## config.mk

```make
export PLATFORM = sky130hd
export DESIGN_NAME = sa_top
export DESIGN_NICKNAME = d
export VERILOG_FILES = /design/src/source/sa_pkg.sv /design/src/source/sa_top.sv /design/src/source/os_sequencer.sv /design/src/source/edge_skew.sv /design/src/source/pe_array.sv /design/src/source/os_pe.sv
export VERILOG_INCLUDE_DIRS = /design/src /design/src/source
export SDC_FILE = /design/constraint.sdc
export NUM_CORES = 2
export LEC_CHECK = 0
export BUFFER_PORTS_ARGS = -buffer_cell sky130_fd_sc_hd__buf_2
export CORE_AREA = 2 2 350 352
export DETAILED_ROUTE_END_ITERATION = 8
export DIE_AREA = 0 0 352 354
export GPL_TIMING_DRIVEN = 0
export SYNTH_ARGS = -nofsm -noshare
export SYNTH_HDL_FRONTEND = slang
export SYNTH_SLANG_ARGS = --single-unit
export TNS_END_PERCENT = 5
```

## constraint.sdc

```tcl
create_clock -name clk -period 23.5 [get_ports clk]
set_clock_uncertainty 0.2 [all_clocks]
set_input_delay 1.175 -clock clk [delete_from_list [all_inputs] [get_ports clk]]
set_output_delay 1.175 -clock clk [all_outputs]
set_load 0.02 [all_outputs]
```

## src/source/sa_defs.svh

```systemverilog
`ifndef SA_DEFS_SVH
`define SA_DEFS_SVH

// N x N array of processing elements
`define SA_N          3
`define SA_DATA_W     8     // unsigned operands
`define SA_ACC_W      20    // sums wrap at this width

// beats per job must not be less than SA_N
`define SA_DOT_LEN    4

// last beat sampled to first out_valid
`define SA_RESULT_LAT (2 * `SA_N + 1)

`endif
```

## src/source/sa_pkg.sv

```systemverilog
`default_nettype none

`include "sa_defs.svh"

package sa_pkg;

    typedef struct packed {
        logic                  valid;
        logic                  first;  // beat 0 of a job
        logic                  last;   // final beat of a job
        logic [`SA_DATA_W-1:0] data;
    } act_lane_t;

    typedef struct packed {
        logic                  valid;
        logic [`SA_DATA_W-1:0] data;
    } wgt_lane_t;

    typedef struct packed {
        logic [`SA_N-1:0][`SA_DATA_W-1:0] act;  // one column of A
        logic [`SA_N-1:0][`SA_DATA_W-1:0] wgt;  // one row of B
    } beat_t;

    typedef logic [`SA_N-1:0][`SA_N-1:0][`SA_ACC_W-1:0] acc_matrix_t;  // [row][col]

    typedef struct packed {
        logic [$clog2(`SA_N)-1:0]         row;
        logic [`SA_N-1:0][`SA_ACC_W-1:0] vals;
    } result_row_t;

    typedef enum logic {
        IDLE,   // nothing pending
        DRAIN   // emitting rows
    } seq_state_t;

endpackage

`default_nettype wire

```

## src/source/sa_top.sv

```systemverilog
`default_nettype none

`include "sa_defs.svh"

module sa_top
    import sa_pkg::*;
(
    input  wire logic        clk,
    input  wire logic        rst,
    input  wire logic        in_valid,
    input  wire beat_t       in_beat,
    output logic             out_valid,
    output result_row_t      out_row
);

    act_lane_t [`SA_N-1:0] tag_act;
    wgt_lane_t [`SA_N-1:0] tag_wgt;
    act_lane_t [`SA_N-1:0] left_in;   // staggered rows
    wgt_lane_t [`SA_N-1:0] top_in;    // staggered columns
    acc_matrix_t           acc;
    logic                  job_done;

    os_sequencer u_seq (
        .clk       (clk),
        .rst       (rst),
        .in_valid  (in_valid),
        .in_beat   (in_beat),
        .tag_act   (tag_act),
        .tag_wgt   (tag_wgt),
        .acc       (acc),
        .job_done  (job_done),
        .out_valid (out_valid),
        .out_row   (out_row)
    );

    edge_skew #(.LANE_T(act_lane_t), .LANES(`SA_N)) u_skew_left (
        .clk       (clk),
        .rst       (rst),
        .lanes_in  (tag_act),
        .lanes_out (left_in)
    );

    edge_skew #(.LANE_T(wgt_lane_t), .LANES(`SA_N)) u_skew_top (
        .clk       (clk),
        .rst       (rst),
        .lanes_in  (tag_wgt),
        .lanes_out (top_in)
    );

    pe_array u_array (
        .clk      (clk),
        .rst      (rst),
        .left_in  (left_in),
        .top_in   (top_in),
        .acc      (acc),
        .job_done (job_done)
    );

endmodule

`default_nettype wire

```

## src/source/os_sequencer.sv

```systemverilog
`default_nettype none

`include "sa_defs.svh"

module os_sequencer
    import sa_pkg::*;
(
    input  wire logic                   clk,
    input  wire logic                   rst,
    input  wire logic                   in_valid,
    input  wire beat_t                  in_beat,
    output act_lane_t [`SA_N-1:0]       tag_act,
    output wgt_lane_t [`SA_N-1:0]       tag_wgt,
    input  wire acc_matrix_t            acc,
    input  wire logic                   job_done,
    output logic                        out_valid,
    output result_row_t                 out_row
);

    localparam int BEAT_W = (`SA_DOT_LEN > 1) ? $clog2(`SA_DOT_LEN) : 1;
    localparam int ROW_W  = $clog2(`SA_N);

    logic [BEAT_W-1:0] beat_cnt;
    logic              beat_first;
    logic              beat_last;

    seq_state_t        state;
    logic [ROW_W-1:0]  row_cnt;
    acc_matrix_t       drain_buf;

    assign beat_first = (beat_cnt == '0);
    assign beat_last  = (beat_cnt == BEAT_W'(`SA_DOT_LEN - 1));

    // one tag register for every lane
    always_ff @(posedge clk or posedge rst) begin
        if (rst) begin
            tag_act  <= '0;
            tag_wgt  <= '0;
            beat_cnt <= '0;
        end else begin
            for (int i = 0; i < `SA_N; i++) begin
                tag_act[i].valid <= in_valid;
                tag_act[i].first <= in_valid && beat_first;
                tag_act[i].last  <= in_valid && beat_last;
                tag_act[i].data  <= in_beat.act[i];
                tag_wgt[i].valid <= in_valid;
                tag_wgt[i].data  <= in_beat.wgt[i];
            end
            if (in_valid) begin
                beat_cnt <= beat_last ? '0 : beat_cnt + 1'b1;  // modulo job length
            end
        end
    end

    // snapshot of the aligned sums
    always_ff @(posedge clk) begin
        if (job_done) begin
            drain_buf <= acc;
        end
    end

    always_ff @(posedge clk or posedge rst) begin
        if (rst) begin
            state   <= IDLE;
            row_cnt <= '0;
        end else if (job_done) begin
            state   <= DRAIN;
            row_cnt <= '0;
        end else begin
            case (state)
                IDLE: begin
                    row_cnt <= '0;
                end
                DRAIN: begin
                    if (row_cnt == ROW_W'(`SA_N - 1)) begin
                        state   <= IDLE;  // all rows out
                        row_cnt <= '0;
                    end else begin
                        row_cnt <= row_cnt + 1'b1;
                    end
                end
                default: begin
                    state <= IDLE;
                end
            endcase
        end
    end

    assign out_valid    = (state == DRAIN);
    assign out_row.row  = row_cnt;
    assign out_row.vals = drain_buf[row_cnt];

    // job spacing of SA_DOT_LEN beats keeps snapshots apart
    assert property (@(posedge clk) disable iff (rst) job_done |-> state == IDLE)
        else $error("os_sequencer: job_done while rows still draining");

endmodule

`default_nettype wire

```

## src/source/edge_skew.sv

```systemverilog
`default_nettype none

module edge_skew #(
    parameter type LANE_T = logic,
    parameter int  LANES  = 1
) (
    input  wire logic              clk,
    input  wire logic              rst,
    input  wire LANE_T [LANES-1:0] lanes_in,
    output LANE_T [LANES-1:0]      lanes_out
);

    for (genvar i = 0; i < LANES; i++) begin : g_lane
        if (i == 0) begin : g_pass
            assign lanes_out[i] = lanes_in[i];  // lane 0 enters without delay
        end else begin : g_dly
            LANE_T pipe [i];

            always_ff @(posedge clk or posedge rst) begin
                if (rst) begin
                    for (int k = 0; k < i; k++) begin
                        pipe[k] <= '0;  // clears valid
                    end
                end else begin
                    pipe[0] <= lanes_in[i];
                    for (int k = 1; k < i; k++) begin
                        pipe[k] <= pipe[k-1];
                    end
                end
            end

            assign lanes_out[i] = pipe[i-1];
        end
    end

endmodule

`default_nettype wire

```

## src/source/pe_array.sv

```systemverilog
`default_nettype none

`include "sa_defs.svh"

module pe_array
    import sa_pkg::*;
(
    input  wire logic                   clk,
    input  wire logic                   rst,
    input  wire act_lane_t [`SA_N-1:0]  left_in,
    input  wire wgt_lane_t [`SA_N-1:0]  top_in,
    output acc_matrix_t                 acc,
    output logic                        job_done
);

    act_lane_t            act_h [`SA_N][`SA_N+1];  // links along each row
    wgt_lane_t            wgt_v [`SA_N+1][`SA_N];  // links down each column
    logic [`SA_ACC_W-1:0] cell_acc [`SA_N][`SA_N];

    for (genvar r = 0; r < `SA_N; r++) begin : g_row
        assign act_h[0+r][0] = left_in[r];
        assign wgt_v[0][r]   = top_in[r];

        for (genvar c = 0; c < `SA_N; c++) begin : g_col
            // cell (r,c) finishes DLY cycles ahead of the corner
            localparam int DLY = 2 * (`SA_N - 1) - r - c;

            os_pe u_pe (
                .clk     (clk),
                .rst     (rst),
                .act_in  (act_h[r][c]),
                .wgt_in  (wgt_v[r][c]),
                .act_out (act_h[r][c+1]),
                .wgt_out (wgt_v[r+1][c]),
                .acc     (cell_acc[r][c])
            );

            if (DLY == 0) begin : g_corner
                assign acc[r][c] = cell_acc[r][c];
            end else begin : g_align
                logic [`SA_ACC_W-1:0] hold [DLY];  // lines up sums with the corner

                always_ff @(posedge clk or posedge rst) begin
                    if (rst) begin
                        for (int k = 0; k < DLY; k++) begin
                            hold[k] <= '0;
                        end
                    end else begin
                        hold[0] <= cell_acc[r][c];
                        for (int k = 1; k < DLY; k++) begin
                            hold[k] <= hold[k-1];
                        end
                    end
                end

                assign acc[r][c] = hold[DLY-1];
            end
        end
    end

    // corner takes its last product on this same edge
    always_ff @(posedge clk or posedge rst) begin
        if (rst) begin
            job_done <= 1'b0;
        end else begin
            job_done <= act_h[`SA_N-1][`SA_N-1].valid && act_h[`SA_N-1][`SA_N-1].last;
        end
    end

endmodule

`default_nettype wire

```

## src/source/os_pe.sv

```systemverilog
`default_nettype none

`include "sa_defs.svh"

module os_pe
    import sa_pkg::*;
(
    input  wire logic                 clk,
    input  wire logic                 rst,
    input  wire act_lane_t            act_in,
    input  wire wgt_lane_t            wgt_in,
    output act_lane_t                 act_out,
    output wgt_lane_t                 wgt_out,
    output logic [`SA_ACC_W-1:0]      acc
);

    logic [2*`SA_DATA_W-1:0] prod;
    logic [`SA_ACC_W-1:0]    prod_ext;

    assign prod     = act_in.data * wgt_in.data;
    assign prod_ext = {{(`SA_ACC_W - 2*`SA_DATA_W){1'b0}}, prod};

    always_ff @(posedge clk or posedge rst) begin
        if (rst) begin
            acc <= '0;
        end else if (act_in.valid) begin
            if (act_in.first) begin
                acc <= prod_ext;  // new job overwrites old sum
            end else begin
                acc <= acc + prod_ext;  // wraps at acc width
            end
        end
    end

    // operands move one cell per cycle
    always_ff @(posedge clk or posedge rst) begin
        if (rst) begin
            act_out <= '0;
            wgt_out <= '0;
        end else begin
            act_out <= act_in;
            wgt_out <= wgt_in;
        end
    end

    // operands must arrive here as a pair
    assert property (@(posedge clk) disable iff (rst) act_in.valid == wgt_in.valid)
        else $error("os_pe: act and wgt lanes out of step");

endmodule

`default_nettype wire

```

* After elaboration in Yosys (flattened, before gate mapping) *
Index checks and enable logic that the tools add are counted.

operators by class
  multipliers = 9
  magnitude comparators = 1
  multiplexer cells = 18
  bitwise operators = 1
  add/sub/neg operators = 11
  equal/unequal tests = 2
  reduce and logical (&&, ||, !) cells = 4

operators with widths
  kind                                                 number
  adder 20 x 16 -> 20 bit                              9
  two-way mux 20 bit                                   9
  multiplier 8 x 8 -> 16 bit                           9
  binary-select mux 60 bit (select 2 bit)              1
  two-way mux 60 bit                                   1
  two-way mux 2 bit                                    3
  adder 2 x 1 -> 2 bit (second input constant)         2
  equality test 2 bit (second input constant)          2
  case mux 2 bit (2 select lines)                      1
  logical AND 1 bit                                    3
  < comparator 2 x 3 -> 1 bit (second input constant)  1
  two-way mux 1 bit                                    3
  logical NOT 2 bit                                    1
  inverter 1 bit                                       1

word-level totals
  input port bits = 51
  output and inout port bits = 63
  flip-flop bits (word level) = 933

* Longest topological paths before layout *
  depth after elaboration = 4
  depth in mapped cells = 26
  depth with buffers taken out = 26

* Modules after synthesis *
Synthesis repeated with hierarchy kept, for this count alone.

second synthesis, totals
  cell total of the unflattened synthesis = 5160
  area, all modules = 59708.5 µm²

modules (own cells, without submodules)
  module                                      times used  area an instance (µm²)  sequential area each (µm²)  cells each
  pe_array                                    1           9944.5                  9033.7                      483
  os_pe (u_array.g_row[2].g_col[0].u_pe ...)  2           4478.0                  1001.0                      477
  os_pe (u_array.g_row[0].g_col[1].u_pe ...)  2           4352.9                  1001.0                      464
  os_sequencer                                1           8664.6                  6806.5                      402
  os_pe (u_array.g_row[0].g_col[0].u_pe)      1           4389.2                  1001.0                      466
  os_pe (u_array.g_row[1].g_col[0].u_pe)      1           4346.7                  1001.0                      463
  os_pe (u_array.g_row[2].g_col[2].u_pe)      1           4337.9                  1001.0                      462
  os_pe (u_array.g_row[1].g_col[1].u_pe)      1           4287.9                  1001.0                      453
  os_pe (u_array.g_row[1].g_col[2].u_pe)      1           4266.6                  1001.0                      447
  edge_skew (u_skew_left)                     1           994.7                   825.8                       56
  edge_skew (u_skew_top)                      1           814.5                   675.6                       46

* Worst setup path after synthesis *
OpenSTA, ideal clock, no wires.

  kind = reg2reg
  start point = reg u_array.g_row[0].g_col[0].u_pe.act_out[5] (netlist bit)
  end point = reg u_array.g_row[0].g_col[1].u_pe.acc[19]
  stages on the path, launching flop included = 25
  period minus slack after synthesis = 5868 ps
  setup slack = 17632 ps
  path buffers = 0
  data arrival time = 5539 ps
  cell sequence = dfrtp_1 -> nand2_1 -> fa_1 -> fa_1 -> inv_1 -> fa_1 -> inv_1 -> fa_1 -> inv_1 -> ha_1 -> a2111oi_2 -> o21ai_0 -> a31o_2 -> a21oi_1 -> xnor2_1 -> ha_1 -> a21o_1 -> a21o_1 -> a21oi_1 -> nor2b_1 -> a41o_1 -> o21a_1 -> nand3_1 -> mux2i_1 -> o2bb2ai_1

on the way
  cells in the longest elaborated chain, start to end = 3

RTL lines
  element                     RTL line     text
  start: declaration          os_pe.sv:12  output act_lane_t act_out,
  start signal: assignment    os_pe.sv:41  act_out <= act_in;
  multiplier 8 x 8 -> 16 bit  os_pe.sv:20  assign prod = act_in.data * wgt_in.data;
  adder 20 x 16 -> 20 bit     os_pe.sv:30  acc <= acc + prod_ext;
  two-way mux 20 bit          os_pe.sv:27  if (act_in.first) begin
  end signal: assignment      os_pe.sv:28  acc <= prod_ext;
  end signal: assignment      os_pe.sv:30
  end: declaration            os_pe.sv:14  output logic [`SA_ACC_W-1:0] acc

Every way passes these cells.
A chain may end at the register's enable or synchronous reset.

* Final worst setup path *
  start point = reg u_array.g_row[0].g_col[0].u_pe.act_out[0] (netlist bit)
  end point = reg u_array.g_row[0].g_col[1].u_pe.acc[18]

The elaborated chain is that of the path after synthesis.

==> flow_summary_export.csv <==
group,metric,value,unit
critical_path,reg2reg_from,"u_array.g_row[0].g_col[0].u_pe.act_out[0]",
synth,ys_ff_latch,933,
power,pwr_density_cell,154,mW/mm2
synth,synth_compound_gate_area_share,0.0992,
critical_path,criticalPathCategory,"reg -> reg",
drt,num_vias,34500,
sta,final.min_clock_period,6.81,ns
cells_and_area,final_cells,6680,
sta,finalHoldViolCount,0,
synth,async_flop_share,0.807,
floorplan,die_h,354,um
floorplan,floorplan.io_pins,114,
placement,dp.final_hpwl,97800,um
sta,worst_slew_margin_rel,0.262,
critical_path,req_time_crit_path,23.91,ns
job,maxCapViolCount,0,
sta,whs,0.131,ns
placement,gp_routability_congestion,0.887,
cells_and_area,layout.cell_area.non_filler,0.0604,mm2
clock_tree,cts_hold_buf,0,
critical_path,worst-endpoint-arrival,7.22,ns
synth,yosys-mux-area-fraction,0.0236,
clock_tree,worst_skew_pair.late_latency,0.75,ns
synth,synthDistinctLibCells,82,
clock_tree,cts-htree-levels,3,
synth,yosys_warnings,0,
global_routing,grt_pass1_vias,34500,
run_status,outcome,"finished clean",
synth,avgSynthCellArea,11.4,um2
drt,via_per_inst,5.16,
min_path,hp-class,"reg -> reg",
critical_path,worst_setup_path_start_kind,"register",
sta,rsz0062_at_grt,"false",
clock_tree,tritoncts_sink_count,933,
drt,drt_first_iter_violations,2264,
clock_tree,ctsLongestPathBuffers,3,
synth,synth_edf_count,180,
synth,synth-xor-area-share,0.0358,
drt,wl_per_cell,19.2,um
synth,synth_top_family_by_area,"adder cells",
power,vdd_ir_drop_max,0.0000794,V
global_routing,groute.usage.overall,0.209,
critical_path,end_kind,"register",
sta,fmaxAchievable,147,MHz
synth,syn_area,0.0541,mm2
global_routing,grt_first_pass_wirelength,202000,um
cells_and_area,most_common_cell_after_layout_fill_and_taps_aside,"sky130_fd_sc_hd__dfrtp_1",
drt,totalWireLength,128000,um
synth,synth_fa_ha_area_frac,0.236,
global_routing,maximum_number_of_pins_on_one_net_before_global_route_repair,130,
clock_tree,cts_setup_buffers,0,
synth,post_synth_and_or_nand_nor_area_fraction,0.115,
min_path,worst_hold_startpoint,"u_array.g_row[0].g_col[1].g_align.hold[56]",
cells_and_area,most_frequent_cells_in_the_layout,"sky130_fd_sc_hd__dfrtp_1, sky130_fd_sc_hd__inv_1, sky130_fd_sc_hd__and2_1, sky130_fd_sc_hd__ha_1, sky130_fd_sc_hd__fa_1",
sta,timing.final.max_slew_violations,0,
floorplan,die-width,352,um
clock_tree,numCtsBuffers,98,
power,leakagePower,28.0,nW
placement,portBuffers,113,
global_routing,antenna_violations_before_repair,9,
synth,synth-seq-area-share,0.448,
sta,timing.final.setup_violations,0,
clock_tree,cts_root_buffer,"sky130_fd_sc_hd__clkbuf_16",
global_routing,remaining_global_route_overflow,0,
placement,dpl.cell_count,6495,
synth,synthesis.instances,4749,
floorplan,fp.dieArea,0.125,mm2
drt,residual_antenna_violating_net_count_after_detailed_routing,0,
cells_and_area,layout-area-overhead-vs-synth,11.6,%
drt,detail_route.first_pass.iterations,6,
synth,syn-num-nets,5621,
cells_and_area,final_nets,5842,
critical_path,critPathMaxFanout,9,
sta,final.period_utilization,0.290,
drt,drc_errors,0,
cells_and_area,post_route_cells_drive_above_1_share,0.0659,
floorplan,rows,128,
placement,placed_area,0.0569,mm2
clock_tree,cts_tree,"yes",
cells_and_area,insertedDiodeCount,0,
critical_path,worstSetupStartpoint,"u_array.g_row[0].g_col[0].u_pe.act_out[0]",
floorplan,floorplan.initialDensity,0.447,
clock_tree,cts_resized,0,
sta,setup_total_negative_slack,0,ns
clock_tree,clkSlewWorstSetupHoldPaths,0.06,ns
sta,tightest_slew,1.10,ns
synth,synthFlopType,"sky130_fd_sc_hd__dfrtp_1",
floorplan,core_area,0.121,mm2
## logic make-up after synthesis
logic type / count (synthesis)
AO/OA/AOI/OAI: 842
AND/OR/NAND/NOR: 1207
multiplexers: 126
adder cells (fa/ha/maj): 821
buffers and inverters: 599
flip-flops: 933
XOR/XNOR: 221
## layer usage
layer | global-route usage | share of wire | up-vias
li1 | - | - | 16400
met1 | 0.290 | 0.46 | 17400
met2 | 0.350 | 0.49 | 584
met3 | 0.0273 | 0.037 | 126
met4 | 0.0473 | 0.017 | 0
met5 | 0 | 0 | -
## flip-flops by register name, summed over array words and instances (netlist names)
name and cells:
u_array.g_row.g_col.g_align.hold 240, u_array.g_row.g_col.u_pe.acc 180, u_seq.drain_buf 180, u_array.acc 120, u_array.g_row.g_col.u_pe.act_out 58, u_array.g_row.g_col.u_pe.wgt_out 48, u_seq.tag_act 27, u_seq.tag_wgt 24
u_skew_left.lanes_out 17, u_skew_top.lanes_out 16, u_skew_left.g_lane.g_dly.pipe 9, u_skew_top.g_lane.g_dly.pipe 8, u_seq.beat_cnt 2, u_seq.row_cnt 2, u_array.job_done 1, u_seq.out_valid 1
## metrics by stage
step / worst slack [ns] / util / total power [mW]
finish: 16.69 / 0.499 / 9.27
global route: 16.27 / 0.499 / 10.0
CTS: 16.65 / 0.499 / 9.32
detailed placement: 16.65 / 0.471 / 7.64
global placement: -7.52 / 0.469 / 7.57
floorplan: 0.992 / - / 6.37
## cells in the mapped netlist (8+ instances only)
master	instances	area [um2]
sky130_fd_sc_hd__a211oi_1	12	90.1
sky130_fd_sc_hd__a21o_1	95	713
sky130_fd_sc_hd__a21oi_1	326	1630
sky130_fd_sc_hd__a221o_1	27	270
sky130_fd_sc_hd__a31oi_1	24	150
sky130_fd_sc_hd__a41oi_1	8	70.1
sky130_fd_sc_hd__and2_1	504	3150
sky130_fd_sc_hd__and3_1	16	100
sky130_fd_sc_hd__buf_1	19	71.3
sky130_fd_sc_hd__clkbuf_1	62	233
sky130_fd_sc_hd__dfrtp_1	753	18800
sky130_fd_sc_hd__edfxtp_1	180	5410
sky130_fd_sc_hd__fa_1	333	6670
sky130_fd_sc_hd__ha_1	488	6110
sky130_fd_sc_hd__inv_1	511	1920
sky130_fd_sc_hd__mux2_2	14	158
sky130_fd_sc_hd__mux2i_1	112	1120
sky130_fd_sc_hd__nand2_1	239	897
sky130_fd_sc_hd__nand2b_1	18	113
sky130_fd_sc_hd__nand3_1	28	140
sky130_fd_sc_hd__nand4_1	16	100
sky130_fd_sc_hd__nor2_1	279	1050
sky130_fd_sc_hd__nor2b_1	35	219
sky130_fd_sc_hd__nor3_1	32	160
sky130_fd_sc_hd__o211ai_1	10	75.1
sky130_fd_sc_hd__o21a_1	22	165
sky130_fd_sc_hd__o21ai_0	144	721
sky130_fd_sc_hd__o21ai_1	17	85.1
sky130_fd_sc_hd__o21bai_1	42	315
sky130_fd_sc_hd__o22ai_1	16	100
sky130_fd_sc_hd__o2bb2ai_1	11	96.3
sky130_fd_sc_hd__o31ai_1	8	60.1
sky130_fd_sc_hd__or3_1	9	56.3
sky130_fd_sc_hd__xnor2_1	149	1310
sky130_fd_sc_hd__xor2_1	72	631
## worst paths after layout
check | slack, ns | to | cells past startpoint
worst min register to register | 0.13 | u_array.g_row[0].g_col[1].g_align.hold[36] | 0
worst min-delay path | 0.13 | u_array.g_row[0].g_col[1].g_align.hold[36] | 0
max in group asynchronous | 21.11 | u_skew_left.lanes_out[29] | 4
worst max register to register | 16.69 | u_array.g_row[0].g_col[1].u_pe.acc[18] | 23
min in group asynchronous | 0.32 | u_seq.row_cnt[1] | 2
worst max-delay path | 16.69 | u_array.g_row[0].g_col[1].u_pe.acc[18] | 23
## report_power, final
group	leakage, nW	total (mW)	internal, mW	switching (mW)
Sequential	10.3	2.58	2.21	0.375
Clock	1.66	1.63	0.934	0.694
Combinational	16.1	5.06	2.14	2.92
## worst max-delay path: stages, from the launching register on
cell and delay, ns:
sky130_fd_sc_hd__dfrtp_1 0.69, sky130_fd_sc_hd__nand2_1 0.14, sky130_fd_sc_hd__fa_1 0.49, sky130_fd_sc_hd__fa_1 0.49, sky130_fd_sc_hd__inv_1 0.05, sky130_fd_sc_hd__fa_1 0.47
sky130_fd_sc_hd__inv_1 0.05, sky130_fd_sc_hd__fa_1 0.48, sky130_fd_sc_hd__inv_1 0.04, sky130_fd_sc_hd__ha_1 0.33, sky130_fd_sc_hd__a2111oi_2 0.34, sky130_fd_sc_hd__o21ai_0 0.14
sky130_fd_sc_hd__a31oi_1 0.27, sky130_fd_sc_hd__nor2b_1 0.08, sky130_fd_sc_hd__o21a_1 0.19, sky130_fd_sc_hd__o41ai_1 0.31, sky130_fd_sc_hd__xnor2_1 0.35, sky130_fd_sc_hd__ha_1 0.32
sky130_fd_sc_hd__a211o_1 0.14, sky130_fd_sc_hd__nor3_1 0.05, sky130_fd_sc_hd__a211oi_1 0.52, sky130_fd_sc_hd__nand3_1 0.23, sky130_fd_sc_hd__mux2i_1 0.19, sky130_fd_sc_hd__o2bb2ai_1 0.09
## final cells by class
type	count	area [um2]
Fill cell	10800	60500
Sequential cell	933	24300
Inverter	514	1940
Buffer	85	345
Clock inverter	58	753
Multi-Input combinational cell	3217	27600
Tap cell	1625	2030
Timing Repair Buffer	121	786
Clock buffer	127	2680
No activity file was read; power rests on OpenSTA's default activity.
